<file path="config.mk">
export PLATFORM = sky130hd
export DESIGN_NAME = bus_interconnect
export DESIGN_NICKNAME = d
export VERILOG_FILES = /design/src/source/bus_pkg.sv /design/src/source/slave_port_if.sv /design/src/source/master_port_if.sv /design/src/source/bus_interconnect.sv /design/src/source/bus_switch.sv /design/src/source/address_decoder.sv /design/src/source/bus_arbiter.sv
export SDC_FILE = /design/constraint.sdc
export NUM_CORES = 1
export LEC_CHECK = 0
export BUFFER_PORTS_ARGS = -buffer_cell sky130_fd_sc_hd__buf_2
export CORE_AREA = 2 2 163 165
export CTS_CLUSTER_DIAMETER = 40
export DETAILED_ROUTE_END_ITERATION = 10
export DIE_AREA = 0 0 165 167
export PLACE_DENSITY = 0.34
export SYNTH_ARGS = -nofsm -noshare
export SYNTH_HDL_FRONTEND = slang
export SYNTH_SLANG_ARGS = --single-unit
</file>
<file path="constraint.sdc">
create_clock -name sys_clk -period 2.5 [get_ports sys_clk]
set_input_delay 0.5 -clock sys_clk [delete_from_list [all_inputs] [get_ports sys_clk]]
set_output_delay 0.5 -clock sys_clk [all_outputs]
set_load 0.02 [all_outputs]
</file>
<file path="src/source/bus_pkg.sv">
package bus_pkg;

	// default widths, the top level overrides them
	localparam int DEFAULT_ADDR_W = 16;
	localparam int DEFAULT_DATA_W = 32;

	// top address bits pick the region
	localparam int REGION_W = 2;

	localparam logic [REGION_W-1:0] REGION_S1   = 2'd0;
	localparam logic [REGION_W-1:0] REGION_S2   = 2'd1;
	// slave 3 is read-only
	localparam logic [REGION_W-1:0] REGION_S3   = 2'd2;
	localparam logic [REGION_W-1:0] REGION_NONE = 2'd3;

	// decoder result per master
	typedef enum logic [1:0] {
		SEL_S1   = 2'd0,
		SEL_S2   = 2'd1,
		SEL_S3   = 2'd2,
		SEL_NONE = 2'd3
	} slave_sel_e;

	// bus ownership, also the arbiter state
	typedef enum logic [1:0] {
		OWN_NONE = 2'd0,
		OWN_M1   = 2'd1,
		OWN_M2   = 2'd2
	} owner_e;

endpackage
</file>
<file path="src/source/slave_port_if.sv">
interface slave_port_if #(
	parameter int ADDR_W = bus_pkg::DEFAULT_ADDR_W,
	parameter int DATA_W = bus_pkg::DEFAULT_DATA_W
) ();

	// request, held until the slave's ready
	logic              valid;
	logic [ADDR_W-1:0] addr;
	logic [DATA_W-1:0] wdata;
	logic              write;

	// response
	logic              ready;
	logic [DATA_W-1:0] rdata;

	modport sw (
		output valid, addr, wdata, write,
		input  ready, rdata
	);

endinterface

</file>
<file path="src/source/master_port_if.sv">
interface master_port_if #(
	parameter int ADDR_W = bus_pkg::DEFAULT_ADDR_W,
	parameter int DATA_W = bus_pkg::DEFAULT_DATA_W
) ();

	// request, held by the master until ready
	logic              valid;
	logic [ADDR_W-1:0] addr;
	logic [DATA_W-1:0] wdata;
	logic              write;

	// response, valid in the ready cycle
	logic              ready;
	logic [DATA_W-1:0] rdata;
	logic              error;

	modport arb (
		input valid,
		input ready
	);

	modport dec (
		input addr,
		input write
	);

	modport sw (
		input  valid, addr, wdata, write,
		output ready, rdata, error
	);

endinterface

</file>
<file path="src/source/bus_interconnect.sv">
module bus_interconnect #(
	parameter int ADDR_W = bus_pkg::DEFAULT_ADDR_W,
	parameter int DATA_W = bus_pkg::DEFAULT_DATA_W
) (
	input  logic              sys_clk,
	input  logic              reset,

	// master 1
	input  logic              m1_valid,
	input  logic [ADDR_W-1:0] m1_addr,
	input  logic [DATA_W-1:0] m1_wdata,
	input  logic              m1_write,
	output logic              m1_ready,
	output logic [DATA_W-1:0] m1_rdata,
	output logic              m1_error,
	output logic              m1_grant,

	// master 2
	input  logic              m2_valid,
	input  logic [ADDR_W-1:0] m2_addr,
	input  logic [DATA_W-1:0] m2_wdata,
	input  logic              m2_write,
	output logic              m2_ready,
	output logic [DATA_W-1:0] m2_rdata,
	output logic              m2_error,
	output logic              m2_grant,

	// slaves
	output logic              s1_valid,
	output logic [ADDR_W-1:0] s1_addr,
	output logic [DATA_W-1:0] s1_wdata,
	output logic              s1_write,
	input  logic              s1_ready,
	input  logic [DATA_W-1:0] s1_rdata,

	output logic              s2_valid,
	output logic [ADDR_W-1:0] s2_addr,
	output logic [DATA_W-1:0] s2_wdata,
	output logic              s2_write,
	input  logic              s2_ready,
	input  logic [DATA_W-1:0] s2_rdata,

	output logic              s3_valid,
	output logic [ADDR_W-1:0] s3_addr,
	output logic [DATA_W-1:0] s3_wdata,
	output logic              s3_write,
	input  logic              s3_ready,
	input  logic [DATA_W-1:0] s3_rdata
);

	import bus_pkg::*;

	owner_e     owner;
	slave_sel_e m1_sel;
	slave_sel_e m2_sel;
	logic       m1_fault;
	logic       m2_fault;

	master_port_if #(.ADDR_W(ADDR_W), .DATA_W(DATA_W)) m1_bus ();
	master_port_if #(.ADDR_W(ADDR_W), .DATA_W(DATA_W)) m2_bus ();
	slave_port_if  #(.ADDR_W(ADDR_W), .DATA_W(DATA_W)) s1_bus ();
	slave_port_if  #(.ADDR_W(ADDR_W), .DATA_W(DATA_W)) s2_bus ();
	slave_port_if  #(.ADDR_W(ADDR_W), .DATA_W(DATA_W)) s3_bus ();

	// master pins to the bundles
	assign m1_bus.valid = m1_valid;
	assign m1_bus.addr  = m1_addr;
	assign m1_bus.wdata = m1_wdata;
	assign m1_bus.write = m1_write;
	assign m1_ready     = m1_bus.ready;
	assign m1_rdata     = m1_bus.rdata;
	assign m1_error     = m1_bus.error;

	assign m2_bus.valid = m2_valid;
	assign m2_bus.addr  = m2_addr;
	assign m2_bus.wdata = m2_wdata;
	assign m2_bus.write = m2_write;
	assign m2_ready     = m2_bus.ready;
	assign m2_rdata     = m2_bus.rdata;
	assign m2_error     = m2_bus.error;

	// slave bundles to the pins
	assign s1_valid     = s1_bus.valid;
	assign s1_addr      = s1_bus.addr;
	assign s1_wdata     = s1_bus.wdata;
	assign s1_write     = s1_bus.write;
	assign s1_bus.ready = s1_ready;
	assign s1_bus.rdata = s1_rdata;

	assign s2_valid     = s2_bus.valid;
	assign s2_addr      = s2_bus.addr;
	assign s2_wdata     = s2_bus.wdata;
	assign s2_write     = s2_bus.write;
	assign s2_bus.ready = s2_ready;
	assign s2_bus.rdata = s2_rdata;

	assign s3_valid     = s3_bus.valid;
	assign s3_addr      = s3_bus.addr;
	assign s3_wdata     = s3_bus.wdata;
	assign s3_write     = s3_bus.write;
	assign s3_bus.ready = s3_ready;
	assign s3_bus.rdata = s3_rdata;

	bus_arbiter i_arbiter (
		.sys_clk  (sys_clk),
		.reset    (reset),
		.m1       (m1_bus.arb),
		.m2       (m2_bus.arb),
		.owner    (owner),
		.m1_grant (m1_grant),
		.m2_grant (m2_grant)
	);

	address_decoder #(.ADDR_W(ADDR_W)) i_decoder (
		.m1       (m1_bus.dec),
		.m2       (m2_bus.dec),
		.m1_sel   (m1_sel),
		.m2_sel   (m2_sel),
		.m1_fault (m1_fault),
		.m2_fault (m2_fault)
	);

	bus_switch #(.ADDR_W(ADDR_W), .DATA_W(DATA_W)) i_switch (
		.owner    (owner),
		.m1_sel   (m1_sel),
		.m2_sel   (m2_sel),
		.m1_fault (m1_fault),
		.m2_fault (m2_fault),
		.m1       (m1_bus.sw),
		.m2       (m2_bus.sw),
		.s1       (s1_bus.sw),
		.s2       (s2_bus.sw),
		.s3       (s3_bus.sw)
	);

endmodule

</file>
<file path="src/source/bus_switch.sv">
module bus_switch #(
	parameter int ADDR_W = bus_pkg::DEFAULT_ADDR_W,
	parameter int DATA_W = bus_pkg::DEFAULT_DATA_W
) (
	input  bus_pkg::owner_e     owner,
	input  bus_pkg::slave_sel_e m1_sel,
	input  bus_pkg::slave_sel_e m2_sel,
	input  logic                m1_fault,
	input  logic                m2_fault,
	master_port_if.sw           m1,
	master_port_if.sw           m2,
	slave_port_if.sw            s1,
	slave_port_if.sw            s2,
	slave_port_if.sw            s3
);

	import bus_pkg::*;

	// owner's request
	logic              active;
	slave_sel_e        cur_sel;
	logic              cur_fault;
	logic [ADDR_W-1:0] cur_addr;
	logic [DATA_W-1:0] cur_wdata;
	logic              cur_write;

	// answered here instead of by a slave
	logic              refused;

	logic              resp_ready;
	logic [DATA_W-1:0] resp_rdata;

	always_comb begin
		active    = 1'b0;
		cur_sel   = SEL_NONE;
		cur_fault = 1'b0;
		cur_addr  = '0;
		cur_wdata = '0;
		cur_write = 1'b0;
		case (owner)
			OWN_M1: begin
				active    = m1.valid;
				cur_sel   = m1_sel;
				cur_fault = m1_fault;
				cur_addr  = m1.addr;
				cur_wdata = m1.wdata;
				cur_write = m1.write;
			end
			OWN_M2: begin
				active    = m2.valid;
				cur_sel   = m2_sel;
				cur_fault = m2_fault;
				cur_addr  = m2.addr;
				cur_wdata = m2.wdata;
				cur_write = m2.write;
			end
			default: begin
				active = 1'b0;
			end
		endcase
	end

	assign refused = cur_fault || (cur_sel == SEL_NONE);

	// payload goes to every slave, valid to only one
	assign s1.valid = active && !refused && (cur_sel == SEL_S1);
	assign s1.addr  = cur_addr;
	assign s1.wdata = cur_wdata;
	assign s1.write = cur_write;

	assign s2.valid = active && !refused && (cur_sel == SEL_S2);
	assign s2.addr  = cur_addr;
	assign s2.wdata = cur_wdata;
	assign s2.write = cur_write;

	assign s3.valid = active && !refused && (cur_sel == SEL_S3);
	assign s3.addr  = cur_addr;
	assign s3.wdata = cur_wdata;
	assign s3.write = cur_write;

	// refused accesses finish at once with zero data
	always_comb begin
		resp_ready = 1'b0;
		resp_rdata = '0;
		if (refused) begin
			resp_ready = 1'b1;
		end else begin
			case (cur_sel)
				SEL_S1: begin
					resp_ready = s1.ready;
					resp_rdata = s1.rdata;
				end
				SEL_S2: begin
					resp_ready = s2.ready;
					resp_rdata = s2.rdata;
				end
				SEL_S3: begin
					resp_ready = s3.ready;
					resp_rdata = s3.rdata;
				end
				default: begin
					resp_ready = 1'b1;
				end
			endcase
		end
	end

	// response reaches the owner only
	assign m1.ready = active && (owner == OWN_M1) && resp_ready;
	assign m1.rdata = (owner == OWN_M1) ? resp_rdata : '0;
	assign m1.error = active && (owner == OWN_M1) && refused;

	assign m2.ready = active && (owner == OWN_M2) && resp_ready;
	assign m2.rdata = (owner == OWN_M2) ? resp_rdata : '0;
	assign m2.error = active && (owner == OWN_M2) && refused;

endmodule

</file>
<file path="src/source/address_decoder.sv">
module address_decoder #(
	parameter int ADDR_W = bus_pkg::DEFAULT_ADDR_W
) (
	master_port_if.dec          m1,
	master_port_if.dec          m2,
	output bus_pkg::slave_sel_e m1_sel,
	output bus_pkg::slave_sel_e m2_sel,
	output logic                m1_fault,
	output logic                m2_fault
);

	import bus_pkg::*;

	logic [REGION_W-1:0] m1_region;
	logic [REGION_W-1:0] m2_region;

	function automatic slave_sel_e region_sel(input logic [REGION_W-1:0] region);
		case (region)
			REGION_S1: region_sel = SEL_S1;
			REGION_S2: region_sel = SEL_S2;
			REGION_S3: region_sel = SEL_S3;
			default:   region_sel = SEL_NONE;
		endcase
	endfunction

	// unmapped region, or a write to the read-only slave
	function automatic logic access_fault(
		input logic [REGION_W-1:0] region,
		input logic                write
	);
		access_fault = (region == REGION_NONE) || (write && (region == REGION_S3));
	endfunction

	assign m1_region = m1.addr[ADDR_W-1 -: REGION_W];
	assign m2_region = m2.addr[ADDR_W-1 -: REGION_W];

	// both masters decoded side by side
	assign m1_sel   = region_sel(m1_region);
	assign m2_sel   = region_sel(m2_region);

	assign m1_fault = access_fault(m1_region, m1.write);
	assign m2_fault = access_fault(m2_region, m2.write);

endmodule

</file>
<file path="src/source/bus_arbiter.sv">
module bus_arbiter (
	input  logic             sys_clk,
	input  logic             reset,
	master_port_if.arb       m1,
	master_port_if.arb       m2,
	output bus_pkg::owner_e  owner,
	output logic             m1_grant,
	output logic             m2_grant
);

	import bus_pkg::*;

	// round-robin pointer, set when m1 owned last
	logic   prefer_m2;
	logic   prefer_next;
	owner_e owner_next;

	always_comb begin
		owner_next  = owner;
		prefer_next = prefer_m2;
		case (owner)
			OWN_NONE: begin
				if (m1.valid && m2.valid) begin
					if (prefer_m2) begin
						owner_next = OWN_M2;
					end else begin
						owner_next = OWN_M1;
					end
				end else if (m1.valid) begin
					owner_next = OWN_M1;
				end else if (m2.valid) begin
					owner_next = OWN_M2;
				end
				// the winner goes to the back of the line
				if (owner_next == OWN_M1) begin
					prefer_next = 1'b1;
				end else if (owner_next == OWN_M2) begin
					prefer_next = 1'b0;
				end
			end
			OWN_M1: begin
				// release on the completed handshake
				if (m1.ready) begin
					owner_next = OWN_NONE;
				end
			end
			OWN_M2: begin
				if (m2.ready) begin
					owner_next = OWN_NONE;
				end
			end
			default: begin
				owner_next = OWN_NONE;
			end
		endcase
	end

	always_ff @(posedge sys_clk) begin
		if (reset) begin
			owner     <= OWN_NONE;
			prefer_m2 <= 1'b0;
		end else begin
			owner     <= owner_next;
			prefer_m2 <= prefer_next;
		end
	end

	assign m1_grant = (owner == OWN_M1);
	assign m2_grant = (owner == OWN_M2);

endmodule

</file>
Word level (Yosys, flattened, before mapping):

Index checks and enable logic that the tools add are counted.

* logic and storage cells: 65
* register bits after elaboration: 3
* bits of input ports: 201
* output and inout bits: 220

* equal/unequal tests: 15
* mux-type cells: 24
* reductions and logical operators: 24

Operator list (count)
* $mux 32: 3
* $pmux 32 s3: 1
* $pmux 32 s2: 1
* $pmux 16 s2: 1
* $pmux 2 s3: 3
* $eq 2x2->1 const B: 8
* $mux 2: 7
* $logic_and 1x1->1: 13
* $eq 2x1->1 const B: 5
* $logic_not 2->1: 4
* $pmux 1 s2: 3
* $ne 2x2->1 const B: 2
* $pmux 2 s2: 1
* $reduce_and 2->1: 2
* $logic_or 1x1->1: 3
* $mux 1: 3
* $pmux 1 s3: 1
* $reduce_bool 2->1: 1
* $logic_not 1->1: 1

Longest topological paths before layout:

Gate-level depths: netlist of the first run.

* depth in word-level cells: 9
* gate-level depth with buffers: 11

By module:

From an unflattened synthesis of the first run, not the netlist that was laid out.

* cell total of the unflattened synthesis: 458
* area total of the unflattened synthesis: 2815.2 um^2

Modules (own cells, without submodules)
* bus_switch: instances 1, cells an instance 432, sequential area each 0.0 um^2, area each 2608.8 um^2
* bus_arbiter: instances 1, cells an instance 20, sequential area each 60.1 um^2, area each 176.4 um^2
* address_decoder: instances 1, cells an instance 6, sequential area each 0.0 um^2, area each 30.0 um^2

Least setup slack after synthesis of the first run:

Ideal clock, no wire load.

* path type: register to output
* start point: register i_arbiter.owner[1]
* end point: output s2_wdata[12]
* path slack: -168 ps
* cell stages (with the launch flop): 9
* data arrival time: 2168 ps
* path through: dfxtp_1 inv_1 ha_1 buf_4 clkbuf_1 clkbuf_1 a22oi_1 nor2b_1 buf_4

* longest elaborated chain between the ends: 2

RTL lines
* start: declaration: RTL line bus_arbiter.sv:6 `output bus_pkg::owner_e owner,`
* start signal: assignment: RTL line bus_arbiter.sv:63 `owner <= owner_next;`
* $eq 2x1->1
* net m1_grant: RTL line bus_interconnect.sv:16 `output logic m1_grant,`
* $pmux 32 s2: RTL line bus_switch.sv:40 `case (owner)`
* end: declaration: RTL line bus_interconnect.sv:38 `output logic [DATA_W-1:0] s2_wdata,`

The timed path passes the listed nets, and every way through them passes these cells.

Worst setup path in the final report of the first run:

* start point: register i_arbiter.owner[0]
* end point: output m2_rdata[12]

* longest elaborated chain between the ends: 6

RTL lines
* $eq 2x2->1 or $eq 2x1->1 (tied branches): RTL line bus_switch.sv:40, bus_switch.sv:114
* $pmux 2 s2: RTL line bus_switch.sv:40
* $eq 2x2->1, or another cell as far along: RTL line bus_switch.sv:88 `case (cur_sel)`
* $pmux 32 s3 or $logic_or 1x1->1 (tied branches): RTL line bus_switch.sv:88, bus_switch.sv:63
* $mux 32: RTL line bus_switch.sv:85 `if (refused) begin`
* $mux 32 *: RTL line bus_switch.sv:114 `assign m2.rdata = (owner == OWN_M2) ? resp_rdata : '0;`
* end: declaration: RTL line bus_interconnect.sv:24 `output logic [DATA_W-1:0] m2_rdata,`

Mark *: on every way between the ends. The rest lies on a longest branch, timed or not.

==> metrics.md, run 1 <==
| Metric | Value |
|---|---|
| Clock transition at path regs | `0.03 ns` |
| Post-DP HPWL | `13,380 um` |
| Clock share of power | `0.053` |
| Final instance area | `5663 um2` |
| DR DRC count | `0` |
| Int Pwr | `around 0.0023 W` |
| DR iter-0 viols | `108` |
| Clock Latency Late Sink | `0.22 ns` |
| PD cells | `852.1 nW/um2` |
| Fin. max-slew vios | `0` |
| Area leader, netlist | `buf_4` |
| Via count | `4,156` |
| Initial Util | `0.1162` |
| Die Ht | `approximately 170 um` |
| Io pins | `approximately 420` |
| P_leak | `about 3.2 nW` |
| CTS tree | `done` |
| Port bufs | `420` |
| Antenna Nets Post-Route | `0` |
| Fmax | `0.3912 GHz` |
| Critical path type | `register to output pin` |
| Net count after synthesis | `about 650` |
| Worst EP required | `about 2.0 ns` |
| Crit-path most repeated cell | `buf_12` |
| Final count of negative-setup-slack endpoints | `29` |
| Arrival time worst endpoint | `2.06 ns` |
| Yosys warnings | `0` |
| Root Buffer | `clkbuf_16` |
| Top cells by area, synth | `buf_4, and2_1, a22oi_1` |
| Cells along the critical path | `inv_4 > ha_4 > a22oi_2 > buf_6 > buf_12 > buf_12 > mux2i_4 > o21ai_1 > and2_1 > buf_4` |
| Minimum clock period | `2.556 ns` |
| Sequential cell area fraction in the yosys report | `0.02006` |
| TritonCTS Buffers | `3` |
| Placed Cells | `1,092` |
| Sw Share | `0.5335` |
| CP Launch Type | `register` |
| Max capacitance violation total | `0` |
| Peak supply drop | `0.0003044 V` |
| RSZ-0062 raised after global routing | `yes` |
| Outcome | `complete, but fails checks` |
| Post-DP Area | `slightly below 5000 um2` |
| Sequential Area | `67.56 um2` |
| FF+latch count, synth | `3` |
| H-tree depth | `1` |
| First-pass GRT wire length | `roughly 23,000 um` |
| Syn Area/Cell | `about 6.8 um2` |
| Via/cell ratio | `around 3.7` |
| Critical path capture point type | `output pin` |
| Worst slew pin tran | `0.4374 ns` |
| FP Rows | `59` |
| Final worst slack | `-0.05611 ns` |
| Cells after synthesis | `443` |
| Combinational Power Share | `0.927` |
| Fin cells | `between 1,000 and 1,500` |
| Post-Route WL | `16,330 um` |
| Worst Clk Skew | `0.0006598 ns` |
| CTS Buffer Depth | `2` |
| Mapped cell area | `2994 um2` |
| Flop pwr share | `0.021` |
| Library cells used by synthesis | `33` |
| Overall power | `0.004825 W` |
| GRT overflow | `0` |
| Post-CTS Hold Buffers | `0` |
| CP peak stage delay | `0.37 ns` |
| Sinks on the clock net | `3` |
| Die width | `165 um` |
| Slowest cell on crit path | `dfxtp_4` |
| Rel. slew slack | `0.7084` |
| Synth Flop Type | `dfxtp_1` |
| Cell with the most instances after synthesis | `buf_4` |
| Final hold viol count | `0` |
| Synth cell count leaders | `buf_4, and2_1, a22oi_1, nor2b_1, nand2_1` |
| Post-synth top area share | `0.2633` |
| Number of synthesized flops with an enable pin | `0` |
| Multi-input combinational cell area | `2232 um2` |
| DR WL/cell | `14.71 um` |
| Core box area | `between 20,000 and 30,000 um2` |
| Failing checks | `setup timing` |
| Fillers | `approximately 2,900` |
| Syn-to-layout area delta | `89.13%` |
| Worst slack at placement | `-0.03249 ns` |
| Fraction of registers with async set/reset | `0` |
| Layout cells sized above 1 | `0.6766` |
| Setup_tns | `-0.6709 ns` |
| Switching power | `roughly 0.0026 W` |
| Pin count of the biggest net entering global routing | `54` |
| Final period util | `1.022` |
| NumNets Final | `979` |
| Total GRT Usage | `0.1038` |
| DR pass1 iterations | `4` |
| Die footprint | `27,560 um2` |
| Vias in the first global route | `3,953` |
| CP max FO | `6` |
| Antenna violations before repair | `4` |
| Worst Hold Class | `register to register` |
| GPL Wtd Cong | `0.7739` |
==> power groups by stage <==
stage / Combinational (W) / Clock [W] / Sequential (W)
2_1_floorplan: 0.00293 / 0 / 0.0000760
3_3_place_gp: 0.00403 / 0 / 0.0000788
3_5_place_dp: 0.00399 / 0 / 0.0000802
4_1_cts: 0.00428 / 0.000259 / 0.0000973
5_1_grt: 0.00482 / 0.000267 / 0.000102
6_report: 0.00447 / 0.000253 / 0.0000992
==> per-layer routing <==
layer,share of wire,global-route usage,wire [um],vias up
met5,0,0,0,-
met4,0.0052,0.008318,85,0
met3,0.064,0.01345,1039,6
met2,0.51,0.1937,8359,213
met1,0.42,0.1303,6842,1873
li1,-,-,-,2064
==> layout make-up <==
type,count,share of cell area
timing repair buffer,458,0.5020
multi-input combinational,304,0.3942
tap,335,0.07402
clock buffer,4,0.01392
sequential,3,0.01193
inverter,4,0.003093
antenna,2,0.0008838
==> layout by cell type, fill, tap and decap left out, drive strengths merged <==
| cell type | instances |
|---|---|
| nand2 | 38 |
| nand2b | 1 |
| clkbuf | 5 |
| nor3b | 1 |
| o22ai | 1 |
| inv | 4 |
| mux2i | 34 |
| a22oi | 50 |
| nor2b | 49 |
| buf | 457 |
| o2111ai | 1 |
| a21oi | 1 |
| ha | 4 |
| o41ai | 2 |
| a22o | 2 |
| dfxtp | 3 |
| o21ai | 34 |
| and3 | 2 |
| o2bb2ai | 1 |
| nor2 | 12 |
| and2 | 67 |
| diode | 2 |
| a2bb2oi | 1 |
| nor3 | 1 |
| nand3 | 1 |
| a221oi | 1 |
==> cells by family after synthesis <==
kind of cell,count (synthesis),share of synthesized area
compound gates,94,0.2211
fa+ha+maj,4,0.01672
buf+inv,136,0.3105
flops,3,0.02006
mux,34,0.1137
simple gates,172,0.3180
==> flip-flops by register name, summed over array words and instances, names as in the netlist <==
| signal | count |
|---|---|
| i_arbiter.owner | 2 |
| i_arbiter.prefer_m2 | 1 |
==> worst paths after layout <==
| path | from | endpoint | slack (ns) | depth (start not counted) |
|---|---|---|---|---|
| worst min-delay path | i_arbiter.prefer_m2 | i_arbiter.prefer_m2 | 0.49 | 2 |
| worst max-delay path | i_arbiter.owner[0] | m2_rdata[12] | -0.06 | 10 |
| worst min register to register | i_arbiter.prefer_m2 | i_arbiter.prefer_m2 | 0.49 | 2 |
| worst max register to register | i_arbiter.owner[0] | i_arbiter.owner[0] | 0.52 | 9 |
==> critical path: cells and delay by family (launching register included) <==
kind,cells,cell delay (ns)
buffers and inverters,5,0.63
DFF,1,0.37
adders and majority gates,1,0.17
muxes,1,0.21
and+or+nand+nor,1,0.18
AOI/OAI and AO/OA,2,0.25
==> through the flow <==
stage          hold slack, ns    util
3_3_place_gp           0.4857  0.1927
2_1_floorplan          0.4511       -
6_report               0.4877  0.2198
5_1_grt                0.5062  0.2197
3_5_place_dp           0.4825  0.1927
4_1_cts                0.4918  0.2076
==> repair_timing <==
action	in CTS	in global routing
resized for setup	76	75
gates cloned	1	1
pin swaps	25	24
setup buffers	8	2
endpoints found under the setup margin	70	102
No activity file was read; power rests on OpenSTA's default activity.
==> run 2: changes to the inputs <==
Settings changed: RECOVER_POWER set to 25.
==> run 2 against run 1 <==
  * The run still ends with setup timing left
  * Combinational power is 2% lower
  * Non-clock buffer count stayed put
  * Sequential power hardly changed
  * Final area is 1.1% lower
  * Via count hardly changed
  * Critical path depth stayed put
  * Register-to-register slack worse by 0.20 ns
  * Cell count stayed put
  * Wire length is 0.17% higher
  * Sequential share of layout area hardly changed
==> metrics.md, run 2 (same netlist as run 1, synthesis figures left out) <==
| Metric | Value |
|---|---|
| Core box area | `between 20,000 and 30,000 um2` |
| Syn-to-layout area delta | `87.09%` |
| DR iter-0 viols | `roughly 150` |
| FP Rows | `59` |
| Antenna violations before repair | `4` |
| Sinks on the clock net | `3` |
| Vias in the first global route | `between 3,000 and 4,000` |
| Initial Util | `0.1162` |
| CTS Buffer Depth | `2` |
| RSZ-0062 raised after global routing | `yes` |
| Fmax | `0.3909 GHz` |
| Switching power | `~0.0026 W` |
| Flop pwr share | `0.021` |
| Worst setup startpoint | `i_arbiter.owner[0]` |
| Worst slew pin tran | `0.5452 ns` |
| Worst slack at placement | `-0.03249 ns` |
| Post-CTS Hold Buffers | `0` |
| Final hold viol count | `0` |
| Die footprint | `27,560 um2` |
| Worst EP required | `about 2.0 ns` |
| Final instance area | `5602 um2` |
| Critical path capture point type | `output pin` |
| DR pass1 iterations | `4` |
| Worst Hold Class | `register to register` |
| Post-DP Area | `4964 um2` |
| Die Ht | `167 um` |
| Post-DP HPWL | `13,380 um` |
| P_leak | `3.146 nW` |
| Int Pwr | `roughly 0.0022 W` |
| Final worst slack | `-0.05802 ns` |
| Final period util | `1.023` |
| CP Capture Point | `m2_rdata[12]` |
| CP max FO | `6` |
| Clock Latency Late Sink | `0.22 ns` |
| Die width | `165 um` |
| Root Buffer | `clkbuf_16` |
| Final Util | `0.2174` |
| Antenna Nets Post-Route | `0` |
| GPL Wtd Cong | `just under 0.8` |
| Peak supply drop | `0.0002924 V` |
| Total GRT Usage | `0.1038` |
| Minimum clock period | `around 2.6 ns` |
| DR WL/cell | `between 10 and 15 um` |
| Largest registers | `i_arbiter.owner (2), i_arbiter.prefer_m2 (1)` |
| Reg2reg end | `i_arbiter.owner[0]` |
| GRT overflow | `0` |
| CP Launch Type | `register` |
| Via count | `between 4,000 and 5,000` |
| CTS tree | `done` |
| Sw Share | `0.5395` |
| Outcome | `complete, but fails checks` |
| First-pass GRT wire length | `around 23,000 um` |
| Max capacitance violation total | `0` |
| Failing checks | `setup timing` |
| Pin count of the biggest net entering global routing | `between 50 and 60` |
| Hold slack | `0.4877 ns` |
| Port bufs | `420` |
| Arrival time worst endpoint | `slightly above 2 ns` |
| Most frequent cells in the layout | `buf_2, and2_1, a22oi_1, buf_6, buf_4` |
| H-tree depth | `1` |
| Io pins | `421` |
| Post-Route WL | `16,350 um` |
| Number of flip-flops in the largest register | `2` |
| Critical path type | `register to output pin` |
| Most common cell after layout, fill and taps aside | `buf_2` |
| Reg2reg path depth | `9` |
| Via/cell ratio | `around 3.7` |
| Clock transition at path regs | `around 0.030 ns` |
| Final count of negative-setup-slack endpoints | `29` |
| Top reg by flops | `i_arbiter.owner` |
| NumNets Final | `979` |
| Internal reg-to-reg setup slack | `0.32 ns` |
| Rel. slew slack | `0.6365` |
| Fin. max-slew vios | `0` |
| PD cells | `847.0 nW/um2` |
| Worst Clk Skew | `0.0009895 ns` |
| Clock share of power | `0.053` |
| Reg2reg start | `i_arbiter.owner[0]` |
| Combinational Power Share | `0.926` |
| DR DRC count | `0` |
| TritonCTS Buffers | `3` |
| Layout cells sized above 1 | `0.6585` |
==> run 2: layout make-up <==
class | instances | area (um2)
flip-flops and latches | 3 | 67.56
repair buffers | 458 | 2831
multi-input cells | 304 | 2182
inverters | 4 | 17.52
clock buffers | 4 | 78.83
well taps | 335 | 419.2
fillers | 2941 | 20160
diodes | 2 | 5.005
==> run 2: metal layers <==
metal	up-vias	part of all wire	global-route usage
met5	-	0	0
met4	0	0.0053	0.008318
met3	6	0.065	0.01345
met2	215	0.51	0.1937
met1	1870	0.42	0.1303
li1	2063	-	-
==> run 2: what timing repair did <==
item | in CTS | in global routing
buffers inserted | 8 | 2
endpoints found under the setup margin | 70 | 102
cloned | 1 | 1
pin swaps | 25 | 24
resized for setup | 76 | 75
==> run 2: worst min-delay path by stage <==
stage / to / depth (start not counted) / slack [ns] / from
global placement: i_arbiter.prefer_m2 / 2 / 0.49 / i_arbiter.prefer_m2
CTS: i_arbiter.prefer_m2 / 2 / 0.49 / i_arbiter.prefer_m2
finish: i_arbiter.prefer_m2 / 2 / 0.49 / i_arbiter.prefer_m2
floorplan: i_arbiter.prefer_m2 / 2 / 0.45 / i_arbiter.prefer_m2
global route: i_arbiter.prefer_m2 / 2 / 0.51 / i_arbiter.prefer_m2
detailed placement: i_arbiter.prefer_m2 / 2 / 0.48 / i_arbiter.prefer_m2
==> run 2: critical path: stages, from the launching register on <==
cell	delay, ns
dfxtp_4	0.37
inv_4	0.04
ha_4	0.17
a22oi_2	0.17
buf_6	0.16
buf_12	0.14
buf_12	0.14
mux2i_4	0.21
o21ai_1	0.08
and2_1	0.18
buf_4	0.15
==> run 2: power by group through the flow <==
stage | Sequential [W] | Combinational [W] | Clock, W
6_report | 0.0000992 | 0.00439 | 0.000253
5_1_grt | 0.000102 | 0.00474 | 0.000267
3_3_place_gp | 0.0000788 | 0.00403 | 0
3_5_place_dp | 0.0000802 | 0.00399 | 0
2_1_floorplan | 0.0000760 | 0.00293 | 0
4_1_cts | 0.0000973 | 0.00428 | 0.000259
==> run 2: metrics by stage <==
step                setup TNS (ns)  instances  total power (W)
global route                -10.06       1109         0.005109
detailed placement        -0.07557       1092         0.004068
finish                     -0.6711       1110         0.004745
global placement          -0.02345       1092         0.004109
floorplan                 -0.08913        443         0.003008
CTS                         -2.501       1105         0.004634
